### src/mem_system_macros.svh
/*
 * Memory system configuration: bus widths, L2 bank geometry and region bases
 */

`ifndef MEM_SYSTEM_MACROS_SVH
`define MEM_SYSTEM_MACROS_SVH

// Bus widths
`define MS_ADDR_W 32
`define MS_DATA_W 32

// L2 geometry, 4 banks x 64 words = 1 KiB
`define MS_NUM_BANKS  4
`define MS_BANK_WORDS 64

// Cores reached by the wake-up register
`define MS_NUM_CORES 4

// Region base addresses
`define MS_L2_BASE      32'h8000_0000 // L2, 1 KiB
`define MS_BOOTROM_BASE 32'hA000_0000 // Boot ROM, 8 words
`define MS_CTRL_BASE    32'h4000_0000 // Control block, 16 bytes

`endif

### src/mem_system_pkg.sv
/*
 * Memory system types: bus words, bank split, decode targets,
 * control register map and the boot image
 */

`include "mem_system_macros.svh"

package mem_system_pkg;

  // Bus words
  typedef logic [`MS_ADDR_W-1:0]   addr_t;
  typedef logic [`MS_DATA_W-1:0]   data_t;
  typedef logic [`MS_DATA_W/8-1:0] strb_t;

  // Word-interleaved split of an L2 address
  typedef logic [$clog2(`MS_NUM_BANKS)-1:0]  bank_idx_t; // addr[3:2]
  typedef logic [$clog2(`MS_BANK_WORDS)-1:0] bank_row_t; // addr[9:4]

  // Decode result, one per request
  typedef enum logic [1:0] {
    TGT_L2      = 2'd0,
    TGT_BOOTROM = 2'd1,
    TGT_CTRL    = 2'd2,
    TGT_NONE    = 2'd3
  } target_e;

  // Control register word offsets
  typedef enum logic [1:0] {
    REG_EOC       = 2'd0, // Read and write
    REG_WAKE_UP   = 2'd1, // Write only
    REG_NUM_CORES = 2'd2, // Read only
    REG_NUM_BANKS = 2'd3  // Read only
  } ctrl_reg_e;

  // Boot image held by the ROM
  localparam data_t BOOTROM_IMAGE [8] = '{
    32'hB007_0000,
    32'hB007_0001,
    32'hB007_0002,
    32'hB007_0003,
    32'hB007_0004,
    32'hB007_0005,
    32'hB007_0006,
    32'hB007_0007
  };

endpackage : mem_system_pkg

### src/addr_decoder.sv
/*
 * Address decoder: maps a request onto L2, boot ROM or control registers
 * and raises the request strobe of the block behind that target
 */

`include "mem_system_macros.svh"

module addr_decoder
  import mem_system_pkg::*;
(
  input  addr_t   addr_i,
  input  logic    req_i,
  output logic    l2_req_o,
  output logic    periph_req_o,
  output target_e tgt_o
);

  localparam int unsigned WordBytes = `MS_DATA_W / 8;

  // Region sizes in bytes
  localparam addr_t L2Size   = addr_t'(`MS_NUM_BANKS * `MS_BANK_WORDS * WordBytes);
  localparam addr_t RomSize  = addr_t'($size(BOOTROM_IMAGE) * WordBytes);
  localparam addr_t CtrlSize = addr_t'((2 ** $bits(ctrl_reg_e)) * WordBytes);

  // Unsigned offset compare, addresses below the base wrap and miss
  function automatic logic in_region(addr_t addr, addr_t base, addr_t size);
    addr_t offset;
    offset = addr - base;
    return offset < size;
  endfunction

  logic hit_l2;
  logic hit_rom;
  logic hit_ctrl;

  assign hit_l2   = in_region(addr_i, `MS_L2_BASE, L2Size);
  assign hit_rom  = in_region(addr_i, `MS_BOOTROM_BASE, RomSize);
  assign hit_ctrl = in_region(addr_i, `MS_CTRL_BASE, CtrlSize);

  // Regions do not overlap, the order only fixes a single result
  always_comb begin
    if (hit_l2) begin
      tgt_o = TGT_L2;
    end else if (hit_rom) begin
      tgt_o = TGT_BOOTROM;
    end else if (hit_ctrl) begin
      tgt_o = TGT_CTRL;
    end else begin
      tgt_o = TGT_NONE;
    end
  end

  assign l2_req_o     = req_i && (tgt_o == TGT_L2);
  assign periph_req_o = req_i && ((tgt_o == TGT_BOOTROM) || (tgt_o == TGT_CTRL)); // ROM or regs

endmodule : addr_decoder

### config.mk
export PLATFORM = sky130hd
export DESIGN_NAME = addr_decoder
export DESIGN_NICKNAME = d
export VERILOG_FILES = /design/src/mem_system_pkg.sv /design/src/addr_decoder.sv
export VERILOG_INCLUDE_DIRS = /design/src
export SDC_FILE = /design/constraint.sdc
export NUM_CORES = 1
export LEC_CHECK = 0
export BUFFER_PORTS_ARGS = -buffer_cell sky130_fd_sc_hd__buf_2
export CORE_AREA = 8 8 45 47
export DETAILED_ROUTE_END_ITERATION = 16
export DIE_AREA = 0 0 53 55
export GPL_TIMING_DRIVEN = 0
export PLACE_DENSITY_LB_ADDON = 0.25
export SLEW_MARGIN = 20
export SYNTH_ARGS = -nofsm -noshare
export SYNTH_HDL_FRONTEND = slang
export SYNTH_SLANG_ARGS = --single-unit
### constraint.sdc
create_clock -name vclk -period 4
set_input_delay 0.6 -clock vclk [all_inputs]
set_output_delay 0.6 -clock vclk [all_outputs]
set_load 0.005 [all_outputs]
==> flow_metrics.env <==
export IMPL_min_path_cells=3
export IMPL_drc=0
export IMPL_synthCells=25
export IMPL_synth_area_per_cell_sq_um=7.858
export IMPL_dr_pass1_iters=1
export IMPL_drt_total_wl_um=815
export IMPL_grt_pass1_wl_mm=1.338
export IMPL_grt_overflow=0
export IMPL_crit_path_end="periph_req_o"
export IMPL_timing_slew_headroom_pct=74.81
export IMPL_diodes=0
export IMPL_die_w_um=53
export IMPL_critPathMaxFanout=3
export IMPL_final_seq_area_sq_um=0
export IMPL_cp_arrival_ns=2.12
export IMPL_io_buffers=33
export IMPL_path_class="in2out"
export IMPL_clock_fmax_ghz=0.3671
export IMPL_gp_congestion=0.7536
export IMPL_die_h_um=55
export IMPL_grt_setup_unrepaired="no"
export IMPL_die_area_sq_um=2915
export IMPL_io_pins=37
export IMPL_worst_slew_pin_slew_ns=0.3727
export IMPL_via_per_inst=4.446
export IMPL_ant_nets=0
export IMPL_num_vias=329
export IMPL_setup_viol=0
export IMPL_tns_ns=0
export IMPL_grt_max_degree=5
export IMPL_num_rows=14
export IMPL_hp_class="in2out"
export IMPL_ir_drop_v=0.00001166
export IMPL_place_hpwl_um=798.7
export IMPL_grt_use_total_pct=5.507
export IMPL_cp_end_kind="output port"
export IMPL_final_cell_mix="buf_2, nor4_1, and2_1"
export IMPL_cap_viol_max_count=0
export IMPL_netlist_cell_type_count=17
export IMPL_cts_setup_buffers=0
export IMPL_synth_seq_area_share_pct=0
export IMPL_numSequentialCells=0
export IMPL_leakagePower_nw=0.2291
export IMPL_hold_slack_ns=1.488
export IMPL_antenna_found_initial=0
export IMPL_wl_per_cell_um=11.01
export IMPL_dpl_worst_slack_ns=1.243
export IMPL_finalCritPeriodShare_pct=68.09
export IMPL_clock_buffers=0
export IMPL_status="finished clean"
export IMPL_yosys_warnings=0
export IMPL_cp_startpoint="addr_i[29]"
export IMPL_finalPower_uw=21.18
export IMPL_mostFrequentLayoutCell="buf_2"
export IMPL_p_per_area_nw_per_um2=55.51
export IMPL_ctsHoldBuffers=0
export IMPL_layout_drive_gt1_share_pct=60.34
export IMPL_report_final_slew_viol_count=0
export IMPL_syn_area_sq_um=196.4
export IMPL_start_util_pct=14.20
export IMPL_min_period_ns=2.724
export IMPL_required_ns=3.40
export IMPL_first_global_vias=376
export IMPL_cp_start_kind="primary input"
export IMPL_syn2layout_area_growth_pct=94.27
export IMPL_first_iter_violations=0
export IMPL_coreArea_sq_um=1384
export IMPL_setup_slack_ns=1.276
export IMPL_hold_viol_final=0
export IMPL_final_net_count=95
export IMPL_fin_util_pct=27.58
export IMPL_ctsResizeCount=0
export IMPL_syn_num_nets=60
==> worst min-delay path by stage <==
stage              endpoint  slack (ns)        from
2_1_floorplan      tgt_o[0]        1.30  addr_i[26]
3_3_place_gp       l2_req_o        1.49       req_i
3_5_place_dp       l2_req_o        1.50       req_i
4_1_cts        periph_req_o        1.49       req_i
5_1_grt            l2_req_o        1.52       req_i
6_report       periph_req_o        1.49       req_i
==> critical path, cell delays in order <==
cell	delay (ns)
buf_2	0.10
inv_1	0.04
ha_1	0.20
xnor2_1	0.13
nor4b_1	0.38
o211a_1	0.22
ha_1	0.21
and2_1	0.13
buf_2	0.12
==> cells in the mapped netlist <==
master     number  area, sq um
and2_1          3        18.77
and3_1          1        6.260
and4b_1         1        10.01
ha_1            2        25.02
inv_1           2        7.510
nand3b_1        1        7.510
nor2_1          2        7.510
nor2b_1         1        6.260
nor3_4          1        16.27
nor4_1          4        25.02
nor4b_1         1        8.760
o2111a_1        1        11.26
o2111ai_1       1        8.760
o211a_1         1        10.01
o211ai_1        1        7.510
or4_4           1        11.26
xnor2_1         1        8.760
==> metal layers <==
metal | GRT usage, % | vias up | share of wire (%)
li1 | - | 169 | -
met1 | 6.495 | 134 | 42
met2 | 9.375 | 26 | 38
met3 | 2.674 | 0 | 20
met4 | 0 | 0 | 0
met5 | 0 | - | 0
==> power by group <==
group	internal (mW)	switching, mW
combinational	0.0132	0.00798
sequential	0	0
clock	0	0
==> kinds of logic (layout without fill, tap and decap cells) <==
kind of cell / Yosys count / count (layout) / synth area share (%)
AND/OR/NAND/NOR: 16 / 16 / 59.88
AO/OA/AOI/OAI: 4 / 4 / 19.11
adder cells (fa/ha/maj): 2 / 2 / 12.74
buffers and inverters: 2 / 35 / 3.823
XOR/XNOR: 1 / 1 / 4.459
==> metrics by stage <==
step | instances | area (sq um)
after global routing | 74 | 381.6
after detailed placement | 74 | 381.6
final | 74 | 381.6
after global placement | 74 | 381.6
after floorplan | 25 | 196.4
after CTS | 74 | 381.6
==> layout make-up <==
cell class                      instances  area, sq um
Fill cell                             163         1002
Multi-Input combinational cell         23        188.9
Timing Repair Buffer                   33        165.2
Tap cell                               16        20.02
Inverter                                2        7.507
Note: power is estimated with default switching activity, not from simulation.
