`src/mem_system_macros.svh`:
```
/*
 * Memory system configuration: bus widths, L2 bank geometry and region bases
 */

`ifndef MEM_SYSTEM_MACROS_SVH
`define MEM_SYSTEM_MACROS_SVH

// Bus widths
`define MS_ADDR_W 32
`define MS_DATA_W 32

// L2 geometry, 4 banks x 64 words = 1 KiB
`define MS_NUM_BANKS  4
`define MS_BANK_WORDS 64

// Cores reached by the wake-up register
`define MS_NUM_CORES 4

// Region base addresses
`define MS_L2_BASE      32'h8000_0000 // L2, 1 KiB
`define MS_BOOTROM_BASE 32'hA000_0000 // Boot ROM, 8 words
`define MS_CTRL_BASE    32'h4000_0000 // Control block, 16 bytes

`endif

```
`src/mem_system_pkg.sv`:
```
/*
 * Memory system types: bus words, bank split, decode targets,
 * control register map and the boot image
 */

`include "mem_system_macros.svh"

package mem_system_pkg;

  // Bus words
  typedef logic [`MS_ADDR_W-1:0]   addr_t;
  typedef logic [`MS_DATA_W-1:0]   data_t;
  typedef logic [`MS_DATA_W/8-1:0] strb_t;

  // Word-interleaved split of an L2 address
  typedef logic [$clog2(`MS_NUM_BANKS)-1:0]  bank_idx_t; // addr[3:2]
  typedef logic [$clog2(`MS_BANK_WORDS)-1:0] bank_row_t; // addr[9:4]

  // Decode result, one per request
  typedef enum logic [1:0] {
    TGT_L2      = 2'd0,
    TGT_BOOTROM = 2'd1,
    TGT_CTRL    = 2'd2,
    TGT_NONE    = 2'd3
  } target_e;

  // Control register word offsets
  typedef enum logic [1:0] {
    REG_EOC       = 2'd0, // Read and write
    REG_WAKE_UP   = 2'd1, // Write only
    REG_NUM_CORES = 2'd2, // Read only
    REG_NUM_BANKS = 2'd3  // Read only
  } ctrl_reg_e;

  // Boot image held by the ROM
  localparam data_t BOOTROM_IMAGE [8] = '{
    32'hB007_0000,
    32'hB007_0001,
    32'hB007_0002,
    32'hB007_0003,
    32'hB007_0004,
    32'hB007_0005,
    32'hB007_0006,
    32'hB007_0007
  };

endpackage : mem_system_pkg

```
`src/resp_mux.sv`:
```
/*
 * Response combiner: tracks each request for one cycle and merges
 * L2 and peripheral read data into a single response
 */

module resp_mux
  import mem_system_pkg::*;
(
  input  logic    clk_i,
  input  logic    reset_i,
  input  logic    req_i,
  input  logic    we_i,
  input  target_e tgt_i,
  input  data_t   l2_rdata_i,
  input  data_t   periph_rdata_i,
  output logic    resp_valid_o,
  output data_t   resp_rdata_o,
  output logic    resp_err_o
);

  logic    valid_q;
  logic    read_q;
  target_e tgt_q;

  always_ff @(posedge clk_i) begin
    if (reset_i) begin
      valid_q <= 1'b0;
      read_q  <= 1'b0;
      tgt_q   <= TGT_NONE;
    end else begin
      valid_q <= req_i; // Every request is accepted
      if (req_i) begin
        read_q <= !we_i;
        tgt_q  <= tgt_i;
      end
    end
  end

  // Writes and misses return zero data
  always_comb begin
    resp_rdata_o = '0;
    if (valid_q && read_q) begin
      case (tgt_q)
        TGT_L2:             resp_rdata_o = l2_rdata_i;
        TGT_BOOTROM, TGT_CTRL: resp_rdata_o = periph_rdata_i;
        default:            resp_rdata_o = '0;
      endcase
    end
  end

  assign resp_valid_o = valid_q;
  assign resp_err_o   = valid_q && (tgt_q == TGT_NONE);

endmodule : resp_mux

```
`config.mk`:
```
export PLATFORM = sky130hd
export DESIGN_NAME = resp_mux
export DESIGN_NICKNAME = d
export VERILOG_FILES = /design/src/mem_system_pkg.sv /design/src/resp_mux.sv
export VERILOG_INCLUDE_DIRS = /design/src
export SDC_FILE = /design/constraint.sdc
export NUM_CORES = 1
export LEC_CHECK = 0
export ABC_CLOCK_PERIOD_IN_PS = 1500
export BUFFER_PORTS_ARGS = -buffer_cell sky130_fd_sc_hd__buf_2
export CORE_UTILIZATION = 28
export CTS_CLUSTER_DIAMETER = 40
export CTS_CLUSTER_SIZE = 28
export DETAILED_ROUTE_END_ITERATION = 6
export GPL_TIMING_DRIVEN = 0
export PLACE_DENSITY = 0.88
export SLEW_MARGIN = 40
export SYNTH_ARGS = -nofsm -noshare
export SYNTH_HDL_FRONTEND = slang
export SYNTH_SLANG_ARGS = --single-unit
```
`constraint.sdc`:
```
create_clock -name clk_i -period 1.5 [get_ports clk_i]
set_clock_uncertainty 0.15 [all_clocks]
set_input_delay 0.15 -clock clk_i [delete_from_list [all_inputs] [get_ports clk_i]]
set_output_delay 0.15 -clock clk_i [all_outputs]
set_load 0.01 [all_outputs]
```
==> impl_results.md, run 1 <==
- CP max stage delay: 340 ps
- Max Slew Vio Count: 0
- H-tree levels: 1
- Fill cell count: 227
- Via count: 1139
- Ranking of synthesized cells by area: a22oi_1 (33%), nor2_1 (19%), dfxtp_1 (12%)
- Setup ws final: -216 ps
- P_leak: 0.734 nW
- Max-Cap Viols: 0
- Detailed Routing Iterations Pass 1: 4
- Antenna diodes: 0
- Met1 Resource Use GR: 0.229
- Post-synth ARST share: 0
- DR DRC count: 0
- Largest area contributor in the netlist: a22oi_1
- IO Pins: 104
- Die height: 50.3 µm
- DR WL/cell: 11.5 µm
- DR iter-0 viols: 9
- CTS max path bufs: 2
- CP max FO: 10
- Top post-synthesis cells by count: nor2_1 (33), a22oi_1 (29), buf_6 (6)
- Clock network power share: 0.221
- Max-Slew Margin vs Limit: 0.880
- Post-Layout Cell Count: 232
- Seq cells post-synth: 4
- Int Pwr: 0.410 mW
- Main synth FF type: dfxtp_1
- GRT overflow: 0
- Req. time, crit path: 1200 ps
- Num CTS Buffers: 3
- GP Congestion: 0.660
- Met2 usage: 0.396
- Switching share of power: 0.333
- Clock Sinks: 4
- CP Launch Type: flip-flop
- Fin util: 0.641
- Critical Path AT: 1420 ps
- Dpl cells: 223
- Remaining antenna violation count after routing: 0
- Combinational share of power: 0.578
- Yosys warns: 0
- R2R depth: 3
- Synth Net Count: 165
- Global Route met3 Usage: 0.0515
- Die extent in x: 50.3 µm
- Net Sw Power: 0.205 mW
- Maximum vdd drop: 0.000490 V
- WHS: 24.6 ps
- Final Critical Period: 1720 ps
- Area post-placement: 1200 µm²
- Most frequent cell after synthesis: nor2_1
- Worst path cell trace: inv_2 -> ha_4 -> buf_8 -> a22oi_2 -> nor2_1 -> buf_2
- Pin count of the biggest net entering global routing: 11
- Final WL: 2670 µm
- Fin area: 1420 µm²
- I/O Buffers: 103
- Mean Syn Cell Area: 7.10 µm²
- HPWL Detailed: 1930 µm
- Core area: 2210 µm²
- CTS clock-pin slew for the worst setup and hold paths: 40 ps
- Power per Cell Area: 433 nW/µm²
- DP Worst Slack: -169 ps
- Seq/Total Area, Yosys: 0.123
- TritonCTS clock tree: yes
- Fin crit share: 1.14
- Endpoints failing setup: 32
- Setup crit end kind: primary output
- Worst slew pin tran: 180 ps
- Final nets: 279
- Post-synth design cell area: 653 µm²
- Violated checks: setup timing
- Initial antenna violation count: 0
- GRT Total Usage: 0.212
- Global-route wire length before repair: 4180 µm
- Starting density of the core: 0.295
- Syn-to-layout area delta: 117%
- Syn Inst Count: 92
- Via-to-Cell Ratio: 4.91
- Hold crit path type: in -> reg
- Row count: 17
- Library cells used by synthesis: 14
- Latest clock arrival within the worst-skew pair: 240 ps
- Critical path start-end classification: reg -> out
- Layout cell share with drive strength beyond 1: 0.730
- CP max-delay cell: dfxtp_2
- EDFF count, synth: 0
- Status: finished, violations left
- Die ar.: 2530 µm²
- RSZ-0062 raised after global routing: true
- Multi-input gate area: 607 µm²
- Flip-flop and latch area: 82.6 µm²
- Root buffer cell: clkbuf_4
- Max Freq: 583 MHz
- Vias in the first global route: 980
- Reg power frac: 0.200
- Worst hold path depth: 2
- Yosys top cell area share: 0.333
- Gr busiest metal: met2
- Final hold viol count: 0
## logic make-up after synthesis
family,count (synthesis),synth area share
and+or+nand+nor,38,0.251
AOI/OAI and AO/OA,35,0.425
buffers and inverters,12,0.144
DFF,4,0.123
adders and majority gates,3,0.0575
## metrics by stage
step / total power, mW / setup TNS, ps
floorplan: 0.271 / 0
global placement: 0.387 / -3590
detailed placement: 0.394 / -4310
CTS: 0.588 / -6220
global route: 0.663 / -8680
finish: 0.615 / -6170
## timing repair
action	4_1_cts	5_1_grt
hold buffers	4	0
gates resized for setup	19	12
endpoints found under the setup margin	32	32
hold endpoints to repair	4	0
pin swaps	1	0
setup buffers	2	0
## worst max-delay path: cells and delay by family, from the launching register on
family          cells  cell delay, ps
compound gates      1              80
fa+ha+maj           1             300
simple gates        1             100
flops               1             340
buf+inv             3             350
## power groups by stage
| stage | clock [mW] | combinational (mW) | sequential [mW] |
|---|---|---|---|
| after floorplan | 0 | 0.149 | 0.122 |
| after global placement | 0 | 0.265 | 0.122 |
| after detailed placement | 0 | 0.271 | 0.123 |
| after CTS | 0.140 | 0.326 | 0.123 |
| after global routing | 0.150 | 0.388 | 0.124 |
| final | 0.136 | 0.356 | 0.123 |
## per-layer routing
metal,wire length (µm),vias up
li1,-,565
met2,1430,58
met1,1010,513
met4,25,0
met3,204,3
met5,0,-
## path summary, 6_finish.rpt
| check | from | slack, ps | end |
|---|---|---|---|
| worst max-delay path | tgt_q[0] | -220 | resp_rdata_o[14] |
| worst min-delay path | req_i | 20 | read_q |
| worst max register to register | tgt_q[1] | 610 | tgt_q[1] |
| worst min register to register | read_q | 380 | read_q |
## cell type report
cell class | instances | area share
plain buffers | 9 | 0.0635
clock buffers | 3 | 0.0159
inverters | 3 | 0.00794
multi-input cells | 76 | 0.428
flip-flops and latches | 4 | 0.0582
well taps | 28 | 0.0247
repair buffers | 109 | 0.402
## state kept, by name, summed over array words and instances (netlist names)
signal and flops:
tgt_q 2, read_q 1, resp_valid_o 1
## layout by cell type, fill, tap and decap left out
master	count
ha_1	2
ha_4	1
buf_6	4
a22oi_2	26
nand3b_4	1
a211oi_1	1
buf_2	106
inv_2	2
buf_4	2
dlygate4sd3_1	4
nor2_1	33
dfxtp_2	2
a22oi_1	6
dfxtp_1	2
and2_1	1
inv_1	1
o211ai_1	2
nor2b_1	1
nand2_1	2
buf_8	2
clkbuf_4	3
No activity file was read; power rests on OpenSTA's default activity.
==> run 2: changes to the inputs <==
--- a/config.mk
+++ b/config.mk
@@ -7,13 +7,14 @@
 export NUM_CORES = 1
 export LEC_CHECK = 0
 export ABC_CLOCK_PERIOD_IN_PS = 1500
-export BUFFER_PORTS_ARGS = -buffer_cell sky130_fd_sc_hd__buf_2
-export CORE_UTILIZATION = 28
+export CORE_UTILIZATION = 40
 export CTS_CLUSTER_DIAMETER = 40
 export CTS_CLUSTER_SIZE = 28
 export DETAILED_ROUTE_END_ITERATION = 6
+export DONT_BUFFER_PORTS = 1
 export GPL_TIMING_DRIVEN = 0
-export PLACE_DENSITY = 0.88
+export PLACE_DENSITY = 0.62
+export REMOVE_ABC_BUFFERS = 1
 export SLEW_MARGIN = 40
 export SYNTH_ARGS = -nofsm -noshare
 export SYNTH_HDL_FRONTEND = slang
==> impl_results.md, run 2 (same netlist as run 1, synthesis figures left out) <==
- Status: finished, violations left
- Violated checks: setup timing
- Final Critical Period: 1660 ps (-52.2 ps)
- Initial antenna violation count: 0 (unchanged)
- CP Launch Type: flip-flop
- Latest clock arrival within the worst-skew pair: 230 ps (about the same)
- Most frequent cells in the layout: a22oi_1 (27), nor2_2 (27), dlygate4sd3_1 (6)
- Maximum vdd drop: 0.000312 V (-36%)
- CP max FO: 16 (+6)
- Layout cell share with drive strength beyond 1: 0.495 (-0.236)
- HPWL Detailed: 1380 µm (-29%)
- Multi-input gate area: 637 µm² (+4.9%)
- IO Pins: 104 (unchanged)
- I/O Buffers: 0 (-100%)
- Critical Path AT: 1360 ps (-60 ps)
- Die extent in x: 42.4 µm (-16%)
- Setup ws final: -164 ps (+52.2 ps)
- Via count: 795 (-30%)
- Num CTS Buffers: 3 (unchanged)
- CP max-delay cell: dfxtp_2
- Req. time, crit path: 1200 ps (about the same)
- Setup crit end kind: primary output
- Detailed Routing Iterations Pass 1: 5 (+1)
- GRT Total Usage: 0.247 (+0.0357)
- Pin count of the biggest net entering global routing: 33 (+22)
- Top Family by Delay on Critical Path: flip-flops
- Top reg by flops: tgt_q
- P_leak: 0.303 nW (-59%)
- DR DRC count: 0 (unchanged)
- GP Congestion: 0.695 (+5.3%)
- Die ar.: 1800 µm² (-29%)
- Max Freq: 601 MHz (+3.1%)
- Row count: 14 (-3)
- Syn-to-layout area delta: 33.9%
- DR WL/cell: 21.2 µm (+85%)
- Starting density of the core: 0.429 (+0.133)
- RSZ-0062 raised after global routing: true
- Remaining antenna violation count after routing: 0 (unchanged)
- Worst slew pin tran: 439 ps (+260 ps)
- Fin crit share: 1.11 (-0.0348)
- Fin Setup TNS: -4090 ps (+2080 ps)
- DR iter-0 viols: 23 (+14)
- Worst path cell trace: inv_2 -> ha_4 -> buf_12 -> a22oi_1 -> nor2_1
- CTS max path bufs: 2 (unchanged)
- Final nets: 172 (-38%)
- Max-Cap Viols: 0 (unchanged)
- Max Slew Vio Count: 0 (unchanged)
- Hold crit path type: in -> out
- Core area: 1520 µm² (-31%)
- Via-to-Cell Ratio: 7.04 (+43%)
- TritonCTS clock tree: yes
- Clock Sinks: 4 (unchanged)
- H-tree levels: 1 (unchanged)
- Critical path start-end classification: reg -> out
- Max-Slew Margin vs Limit: 0.707 (-0.174)
- Antenna diodes: 0 (unchanged)
- Total power: 0.493 mW (-20%)
- Fill cell count: 147 (-35%)
- Number of flip-flops in the largest register: 2 (unchanged)
- Endpoints failing setup: 32 (unchanged)
- Vias in the first global route: 683 (-30%)
- CTS clock-pin slew for the worst setup and hold paths: 30 ps (about the same)
- Global-route wire length before repair: 3310 µm (-21%)
- Die height: 42.4 µm (-16%)
- Final hold viol count: 0 (unchanged)
- CP max stage delay: 340 ps (about the same)
- Power per Cell Area: 564 nW/µm² (+30%)
- GRT overflow: 0 (unchanged)
- Buffers & Inverters on Critical Path: 2 (-1)
- Root buffer cell: clkbuf_4
- Flip-flop and latch area: 83.8 µm² (+1.5%)
- Final WL: 2400 µm (-10%)
-- run 2: cell count changes in the layout (fill, tap and decap cells not counted), sizes merged --
cell,before,now
buf,114,2
dlygate4sd3,4,6
nand3b,1,4
-- run 2: stage by stage --
step | setup slack, ps | hold WS, ps | cell area (µm²) | instances | util
floorplan | -321 | 71.6 | 571 | 83 | -
finish | -164 | 310 | 875 | 113 | 0.574
detailed placement | -353 | 73.9 | 593 | 99 | 0.389
global placement | -589 | 75.4 | 591 | 99 | 0.388
global route | -217 | 318 | 875 | 113 | 0.574
CTS | -166 | 309 | 835 | 113 | 0.548
-- run 2: area by class of cell --
class / instances / share of cell area
Multi-Input combinational cell: 79 / 0.728
Tap cell: 16 / 0.0229
Clock buffer: 3 / 0.0258
Inverter: 3 / 0.0129
Sequential cell: 4 / 0.0959
Timing Repair Buffer: 8 / 0.114
-- run 2: per-layer routing --
| metal | part of all wire | GRT usage |
|---|---|---|
| met2 | 0.57 | 0.446 |
| met1 | 0.37 | 0.317 |
| met5 | 0 | 0 |
| met3 | 0.060 | 0.0259 |
| met4 | 0 | 0.0438 |
-- run 2: power by group --
part	total (mW)	leakage (nW)	switching [mW]	internal (mW)
sequential	0.132	0.0331	0.0163	0.115
combinational	0.234	0.256	0.116	0.118
clock	0.127	0.0138	0.0383	0.0891
-- run 2: path summary, 6_finish.rpt --
path,from,end,slack [ps],cells after the start
worst max-delay path,tgt_q[1],resp_rdata_o[21],-160,5
worst max register to register,read_q,read_q,450,2
worst min-delay path,l2_rdata_i[10],resp_rdata_o[10],310,2
worst min register to register,tgt_q[1],tgt_q[1],390,2
-- run 2: repair_timing --
item | in CTS | in global routing
buffers inserted | 2 | 0
hold endpoints to repair | 4 | 0
pin swaps | 5 | 7
resized for setup | 27 | 15
setup endpoints to repair | 32 | 32
cloned | 3 | 0
hold buffers | 6 | 0
-- run 2: worst reg2reg max path: cells and delay by family, from the launching register on --
kind | cells | cell delay, ps
simple gates | 1 | 80
flops | 1 | 580
compound gates | 1 | 160
