$ cat src/mem_system_macros.svh
/*
 * Memory system configuration: bus widths, L2 bank geometry and region bases
 */

`ifndef MEM_SYSTEM_MACROS_SVH
`define MEM_SYSTEM_MACROS_SVH

// Bus widths
`define MS_ADDR_W 32
`define MS_DATA_W 32

// L2 geometry, 4 banks x 64 words = 1 KiB
`define MS_NUM_BANKS  4
`define MS_BANK_WORDS 64

// Cores reached by the wake-up register
`define MS_NUM_CORES 4

// Region base addresses
`define MS_L2_BASE      32'h8000_0000 // L2, 1 KiB
`define MS_BOOTROM_BASE 32'hA000_0000 // Boot ROM, 8 words
`define MS_CTRL_BASE    32'h4000_0000 // Control block, 16 bytes

`endif

$ cat src/mem_system_pkg.sv
/*
 * Memory system types: bus words, bank split, decode targets,
 * control register map and the boot image
 */

`include "mem_system_macros.svh"

package mem_system_pkg;

  // Bus words
  typedef logic [`MS_ADDR_W-1:0]   addr_t;
  typedef logic [`MS_DATA_W-1:0]   data_t;
  typedef logic [`MS_DATA_W/8-1:0] strb_t;

  // Word-interleaved split of an L2 address
  typedef logic [$clog2(`MS_NUM_BANKS)-1:0]  bank_idx_t; // addr[3:2]
  typedef logic [$clog2(`MS_BANK_WORDS)-1:0] bank_row_t; // addr[9:4]

  // Decode result, one per request
  typedef enum logic [1:0] {
    TGT_L2      = 2'd0,
    TGT_BOOTROM = 2'd1,
    TGT_CTRL    = 2'd2,
    TGT_NONE    = 2'd3
  } target_e;

  // Control register word offsets
  typedef enum logic [1:0] {
    REG_EOC       = 2'd0, // Read and write
    REG_WAKE_UP   = 2'd1, // Write only
    REG_NUM_CORES = 2'd2, // Read only
    REG_NUM_BANKS = 2'd3  // Read only
  } ctrl_reg_e;

  // Boot image held by the ROM
  localparam data_t BOOTROM_IMAGE [8] = '{
    32'hB007_0000,
    32'hB007_0001,
    32'hB007_0002,
    32'hB007_0003,
    32'hB007_0004,
    32'hB007_0005,
    32'hB007_0006,
    32'hB007_0007
  };

endpackage : mem_system_pkg

$ cat src/periph_regs.sv
/*
 * Peripheral block: boot ROM and control registers for end of computation,
 * core wake-up and system configuration, with registered read data
 */

`include "mem_system_macros.svh"

module periph_regs
  import mem_system_pkg::*;
(
  input  logic                     clk_i,
  input  logic                     reset_i,
  input  logic                     req_i,
  input  logic                     we_i,
  input  logic                     is_rom_i,
  input  addr_t                    addr_i,
  input  data_t                    wdata_i,
  input  strb_t                    strb_i,
  output data_t                    rdata_o,
  output logic                     eoc_valid_o,
  output logic [`MS_NUM_CORES-1:0] wake_up_o
);

  localparam int unsigned WordLsb = $clog2(`MS_DATA_W / 8);
  localparam int unsigned RomIdxW = $clog2($size(BOOTROM_IMAGE));

  logic      [RomIdxW-1:0]       rom_idx;
  ctrl_reg_e                     reg_off;
  logic                          reg_we;
  data_t                         reg_rdata;
  data_t                         rdata_q;
  data_t                         eoc_q;
  logic      [`MS_NUM_CORES-1:0] wake_up_q;

  assign rom_idx = addr_i[WordLsb +: RomIdxW];
  assign reg_off = ctrl_reg_e'(addr_i[WordLsb +: $bits(ctrl_reg_e)]);
  assign reg_we  = req_i && we_i && !is_rom_i; // ROM writes are dropped

  // Register read view
  always_comb begin
    case (reg_off)
      REG_EOC:       reg_rdata = eoc_q;
      REG_WAKE_UP:   reg_rdata = '0;     // Write only
      REG_NUM_CORES: reg_rdata = data_t'(`MS_NUM_CORES);
      REG_NUM_BANKS: reg_rdata = data_t'(`MS_NUM_BANKS);
      default:       reg_rdata = '0;
    endcase
  end

  // Control state
  always_ff @(posedge clk_i) begin
    if (reset_i) begin
      eoc_q     <= '0;
      wake_up_q <= '0;
    end else begin
      wake_up_q <= '0; // Pulse lasts a single cycle
      if (reg_we && (reg_off == REG_EOC)) begin
        for (int unsigned i = 0; i < $bits(strb_t); i++) begin
          if (strb_i[i]) begin
            eoc_q[8*i +: 8] <= wdata_i[8*i +: 8];
          end
        end
      end
      if (reg_we && (reg_off == REG_WAKE_UP)) begin
        wake_up_q <= wdata_i[`MS_NUM_CORES-1:0]; // One bit per core
      end
    end
  end

  // Read data for the response cycle
  always_ff @(posedge clk_i) begin
    if (req_i && !we_i) begin
      rdata_q <= is_rom_i ? BOOTROM_IMAGE[rom_idx] : reg_rdata;
    end
  end

  assign rdata_o     = rdata_q;
  assign eoc_valid_o = eoc_q[0];
  assign wake_up_o   = wake_up_q;

endmodule : periph_regs

$ cat config.mk
export PLATFORM = sky130hd
export DESIGN_NAME = periph_regs
export DESIGN_NICKNAME = d
export VERILOG_FILES = /design/src/mem_system_pkg.sv /design/src/periph_regs.sv
export VERILOG_INCLUDE_DIRS = /design/src
export SDC_FILE = /design/constraint.sdc
export NUM_CORES = 1
export LEC_CHECK = 0
export BUFFER_PORTS_ARGS = -buffer_cell sky130_fd_sc_hd__buf_2
export CORE_MARGIN = 2
export CORE_UTILIZATION = 43
export DETAILED_ROUTE_END_ITERATION = 10
export PLACE_DENSITY_LB_ADDON = 0.25
export SYNTH_ARGS = -nofsm -noshare
export SYNTH_HDL_FRONTEND = slang
export SYNTH_SLANG_ARGS = --single-unit
$ cat constraint.sdc
create_clock -name clk_i -period 2.2 [get_ports clk_i]
set_input_delay 0.22 -clock clk_i [delete_from_list [all_inputs] [get_ports clk_i]]
set_output_delay 0.22 -clock clk_i [all_outputs]
set_load 0.02 [all_outputs]
==> results.json, run 1 <==
{
  "antenna_found_initial": 0,
  "fin_cells": 389,
  "vias": 1808,
  "relSlewSlack_pct": 65.5,
  "htree_levels": 3,
  "clock_path_buffers": 2,
  "dieWidth_um": 84.5,
  "ant_nets": 0,
  "whs_ns": 0.106,
  "regToRegEndpoint": "rdata_o[2]",
  "start_util_pct": 44.1,
  "ctsResizeCount": 0,
  "setup_viol": 0,
  "netlist.area_leader.share_pct": 34.5,
  "arrival_ns": 1.53,
  "worst_slew_pin_slew_ns": 0.517,
  "min_path_type": "in -> reg",
  "power.total_mw": 2.48,
  "synthesis.nets": 299,
  "min_from": "wdata_i[1]",
  "cts_tree": "done",
  "slowest_delay_ns": 0.52,
  "grt_max_degree": 39,
  "drive_gt1_share_pct": 32.4,
  "drtPass1Iterations": 4,
  "crit_type": "in -> reg",
  "crit_required_ns": 2.46,
  "die_area_mm2": 0.00713,
  "final.setup.tns_ns": 0,
  "drt-vias-per-instance": 4.65,
  "core_mm2": 0.00631,
  "rsz0062_at_grt": "false",
  "fin_crit_sh_pct": 57.8,
  "ys_top_cells_by_area": "edfxtp_1 35%, dfxtp_1 26%, nand2b_1 14%, mux2i_1 12%, and2_1 6.1%",
  "syn2layout_area_growth_pct": 24.0,
  "dpl.cell_count": 373,
  "worst-r2r-cell-count": 2,
  "rows": 29,
  "skew_ns": 0.00823,
  "synth_cell_types": 19,
  "synth-seq-area-share_pct": 60.4,
  "crit_buf_inv": 1,
  "avgRoutedWirePerCell_um": 13.5,
  "drc": 0,
  "cp-end-kind": "register",
  "die_y_um": 84.5,
  "synth_ff_type": "dfxtp_1",
  "routed_wl_um": 5250,
  "postLayoutCoreUtil_pct": 54.7,
  "grt_pass1_vias": 1712,
  "final_nets": 380,
  "clock_sinks": 68,
  "synthesis.area_mm2": 0.00278,
  "yosys.area.top_type": "edfxtp_1",
  "cp_slowest_cell": "and3_1",
  "synth_edf_count": 32,
  "num_antenna_cells": 0,
  "io_buffers": 80,
  "critPathTopFamily": "simple AND/OR/NAND/NOR gates",
  "clkLatencyLatePin_ns": 0.33,
  "dp_hpwl_um": 3580,
  "fmax_mhz": 787,
  "io_pins": 110,
  "fill_cells": 607,
  "numCtsBuffers": 9,
  "multi_input_area_mm2": 0.00104,
  "dp_worst_setup_slack_ns": 0.548,
  "cts_setup_buffers": 0,
  "hold_buffers": 0,
  "syn_avg_cell_area_um2": 12.3,
  "cts-root-buf": "clkbuf_8",
  "cp-start-kind": "primary input",
  "post-route-cell-area_mm2": 0.00345,
  "async_reset_ff_share_pct": 0,
  "power_density_mw_per_mm2": 719,
  "placed_cell_area_mm2": 0.00327,
  "grt_usage_pct": 15.5,
  "period_needed_ns": 1.27,
  "ir_drop_uv": 467,
  "hold_viol": 0,
  "hold_depth": 2,
  "rrSetupSlack_ns": 1.44,
  "path_max_fanout": 12,
  "r2r-start": "eoc_q[2]",
  "path_cells": "buf_2 -> and3b_1 -> and3_1 -> mux2i_1",
  "grt_pass1_wl_um": 8420,
  "regArea_mm2": 0.00168,
  "cts.reportedPaths.clkPinSlew_ns": 0.07,
  "netlist_instances": 226,
  "routabilityCongestion": 0.701,
  "globalRoute.totalOverflow": 0,
  "yosys_warnings": 0,
  "leakage_nw": 1.42,
  "maxSlewViolCount": 0,
  "min_to": "wake_up_o[1]",
  "synth_seq_cells": 68,
  "drt_iter0_drc": 53,
  "maxCapViolations": 0,
  "outcome": "completed",
  "fin_ws_ns": 0.929
}
[metal layers]
metal  up-vias  part of all wire (%)  wire, um  track usage [%]
met5         -                     0         0                0
met4         0                  0.80        42             6.06
met3         4                   7.4       391             6.59
met2        61                    48      2520             23.5
met1       824                    44      2290             19.8
li1        919                     -         -                -
[logic make-up (layout without fill, tap and decap cells)]
logic type	count (synthesis)	count (layout)	share of synthesized area, %
AO/OA/AOI/OAI	10	10	2.61
buffers and inverters	15	101	2.56
flip-flops	68	68	60.4
multiplexers	32	32	11.5
AND/OR/NAND/NOR	101	101	22.9
[worst max path at each step]
stage / startpoint / end / slack, ns / cells after the start
global route: addr_i[3] / eoc_q[31] / 0.82 / 4
finish: is_rom_i / eoc_q[25] / 0.93 / 4
CTS: is_rom_i / eoc_q[14] / 0.90 / 4
detailed placement: is_rom_i / eoc_q[14] / 0.55 / 4
floorplan: we_i / rdata_o[0] / 0.10 / 1
global placement: is_rom_i / eoc_q[8] / 0.58 / 4
[cell usage in the layout, fill, tap and decap left out]
master / instances
dfxtp_1: 36
nand2_1: 1
a21oi_1: 1
and3_1: 4
clkinv_2: 2
and2_1: 27
buf_4: 3
edfxtp_1: 32
nor3_4: 1
clkbuf_8: 12
mux2i_1: 32
buf_2: 80
nor2b_4: 1
a22o_1: 2
clkbuf_1: 2
o21ai_0: 1
buf_12: 1
nand2b_1: 64
nor4b_1: 1
a21o_1: 6
and3b_1: 1
inv_1: 1
nor2_2: 1
[state kept, by name, summed over array words and instances (netlist names)]
| signal | flops |
|---|---|
| eoc_q | 32 |
| rdata_o | 32 |
| wake_up_o | 4 |
[layout make-up]
type / count / area share [%]
sequential: 68 / 48.7
multi-input combinational: 143 / 30.3
timing repair buffer: 84 / 12.8
clock buffer: 14 / 5.00
tap: 77 / 2.79
clock inverter: 2 / 0.290
inverter: 1 / 0.109
[synthesized netlist by cell type, types with 2 or more instances]
master / n
a21o_1: 6
a22o_1: 2
and2_1: 27
and3_1: 4
buf_4: 4
clkbuf_1: 10
dfxtp_1: 36
edfxtp_1: 32
mux2i_1: 32
nand2b_1: 64
[where the power goes]
part | internal (mW) | switching [mW]
registers | 1.35 | 0.00779
clock network | 0.499 | 0.433
logic | 0.0851 | 0.106
Power figures use the tool's default switching activity.
==> run 2: changes to the inputs <==
- ABC_AREA: not set -> 1
- CORE_UTILIZATION: 43 -> 45
- clock period: 2.2 -> 1 ns (I/O delays scaled with it)
==> run 2 against run 1 <==
The run now ends with setup timing left. Critical path type is now reg -> out. Combinational power grew to 3.2 times the previous value. Via count is 36% higher. Critical path depth down 3. Area after synthesis grew 10%. Worst setup slack worse by 0.94 ns. Sequential power increased by 120%. Flip-flop and latch count stayed put. Clock-buffer cell count fell by 1. Clock power grew 100%. Die area rose by 5.1%. Final area grew 13%.
==> results.json, run 2 <==
{
  "outcome": "finished with violations",
  "violations": "setup timing",
  "ys_top_cells_by_area": "edfxtp_1 31%, dfxtp_1 23%, inv_1 12%, nand2_1 8.1%, nand4_1 6.5%",
  "grt_max_degree": 34,
  "netlist.area_leader.share_pct": 31.3,
  "io_buffers": 80,
  "antenna_found_initial": 0,
  "cts-root-buf": "clkbuf_8",
  "synthesis.nets": 440,
  "synthTopCellsByCount": "101 x inv_1, 66 x nand2_1, 38 x nor2_1",
  "crit_start": "rdata_o[6]",
  "fill_cells": 630,
  "cp-start-kind": "register",
  "async_reset_ff_share_pct": 0,
  "crit_type": "reg -> out",
  "arrival_ns": 0.91,
  "path_max_fanout": 1,
  "grt_usage_pct": 18.2,
  "synthesis.area_mm2": 0.00307,
  "synth_seq_cells": 68,
  "fmax_mhz": 989,
  "clock_sinks": 68,
  "grt_pass1_vias": 2267,
  "ir_drop_uv": 776,
  "final_nets": 532,
  "routed_wl_um": 6310,
  "period_needed_ns": 1.01,
  "setup_viol": 2,
  "dp_hpwl_um": 4430,
  "drt_iter0_drc": 89,
  "globalRoute.totalOverflow": 0,
  "dpl.cell_count": 524,
  "leakage_nw": 1.87,
  "maxCapViolations": 0,
  "fin_crit_sh_pct": 101,
  "ant_nets": 0,
  "netlist_instances": 367,
  "syn2layout_area_growth_pct": 27.7,
  "cp_slowest_cell": "edfxtp_1",
  "path_cells": "buf_6",
  "final.setup.tns_ns": -0.0121,
  "synth_edf_count": 32,
  "rows": 30,
  "synth_ff_type": "dfxtp_1",
  "whs_ns": 0.0429,
  "io_pins": 110,
  "dieWidth_um": 86.6,
  "grt_pass1_wl_um": 10500,
  "cp-end-kind": "output pin",
  "clock_path_buffers": 2,
  "cts_tree": "done",
  "routabilityCongestion": 0.837,
  "core_mm2": 0.00668,
  "numCtsBuffers": 9,
  "drt-vias-per-instance": 4.53,
  "skew_ns": 0.0122,
  "yosys_warnings": 0,
  "relSlewSlack_pct": 85.9,
  "hold_viol": 0,
  "drive_gt1_share_pct": 26.1,
  "clkLatencyLatePin_ns": 0.34,
  "synth_cell_types": 20,
  "num_antenna_cells": 0,
  "synth-seq-area-share_pct": 54.8,
  "die_area_mm2": 0.00749,
  "rsz0062_at_grt": "true",
  "most-common-layout-cells": "100 x inv_1, 74 x buf_2, 66 x nand2_1",
  "yosys.area.top_type": "edfxtp_1",
  "die_y_um": 86.6,
  "cts_setup_buffers": 0,
  "htree_levels": 3,
  "critPathTopFamily": "flip-flops",
  "worst_slew_pin_slew_ns": 0.212,
  "start_util_pct": 45.9,
  "vias": 2467,
  "power.total_mw": 5.51,
  "placed_cell_area_mm2": 0.00368,
  "min_from": "addr_i[4]",
  "final_common_cell": "inv_1",
  "fin_ws_ns": -0.0109,
  "fin_cells": 544,
  "r2r-start": "eoc_q[2]",
  "drc": 0,
  "min_path_type": "in -> reg",
  "avgRoutedWirePerCell_um": 11.6,
  "cts.reportedPaths.clkPinSlew_ns": 0.07,
  "power_density_mw_per_mm2": 1410,
  "drtPass1Iterations": 4,
  "slowest_delay_ns": 0.42,
  "crit_required_ns": 0.90,
  "crit_buf_inv": 1,
  "syn_avg_cell_area_um2": 8.36,
  "post-route-cell-area_mm2": 0.00392,
  "synth.most_common_cell": "inv_1",
  "maxSlewViolCount": 0
}
-- run 2: cell type report --
class | instances | area (um2) | area share, %
repair buffers | 101 | 689 | 17.6
well taps | 80 | 100 | 2.56
multi-input cells | 178 | 888 | 22.7
clock inverters | 3 | 15.0 | 0.383
flip-flops and latches | 68 | 1680 | 43.0
clock buffers | 13 | 149 | 3.80
inverters | 101 | 392 | 10.0
-- run 2: path summary, 6_finish.rpt --
kind / end / cells after the start / slack (ns)
hold reg to reg: eoc_q[9] / 4 / 0.52
hold / removal: rdata_o[2] / 3 / 0.04
setup reg to reg: rdata_o[2] / 2 / 0.21
setup / recovery: rdata_o[6] / 1 / -0.01
-- run 2: worst reg2reg max path, stage by stage (launching register included) --
cell,delay (ns)
dfxtp_1,0.32
a21oi_1,0.14
o21ai_0,0.08
-- run 2: report_power, final --
group	internal, mW	switching, mW
Clock	0.958	0.944
Combinational	0.247	0.370
Sequential	2.97	0.0169
Total	4.18	1.33
-- run 2: what timing repair did --
action / 4_1_cts / 5_1_grt
endpoints found under the hold margin: 4 / 0
gates resized for setup: 5 / 7
hold buffers: 4 / 0
endpoints found under the setup margin: 6 / 10
-- run 2: kinds of logic (layout without fill, tap and decap cells) --
kind of cell,count (synthesis),after routing,share of synthesized area (%)
buf+inv,121,218,16.6
flops,68,68,54.8
compound gates,10,10,1.71
simple gates,168,168,26.8
-- run 2: per-stage QoR --
step           setup slack, ns  utilization, %
3_5_place_dp           -0.0525            55.0
4_1_cts                -0.0220            58.3
6_report               -0.0109            58.6
5_1_grt                -0.0433            58.6
2_1_floorplan         -0.00562               -
3_3_place_gp           -0.0303            55.0
-- run 2: routing by layer --
metal / up-vias / share of wire, % / GRT usage (%)
li1: 1311 / - / -
met1: 1087 / 45 / 24.5
met2: 62 / 49 / 28.3
met3: 7 / 4.8 / 4.67
met4: 0 / 1.3 / 6.82
met5: - / 0 / 0
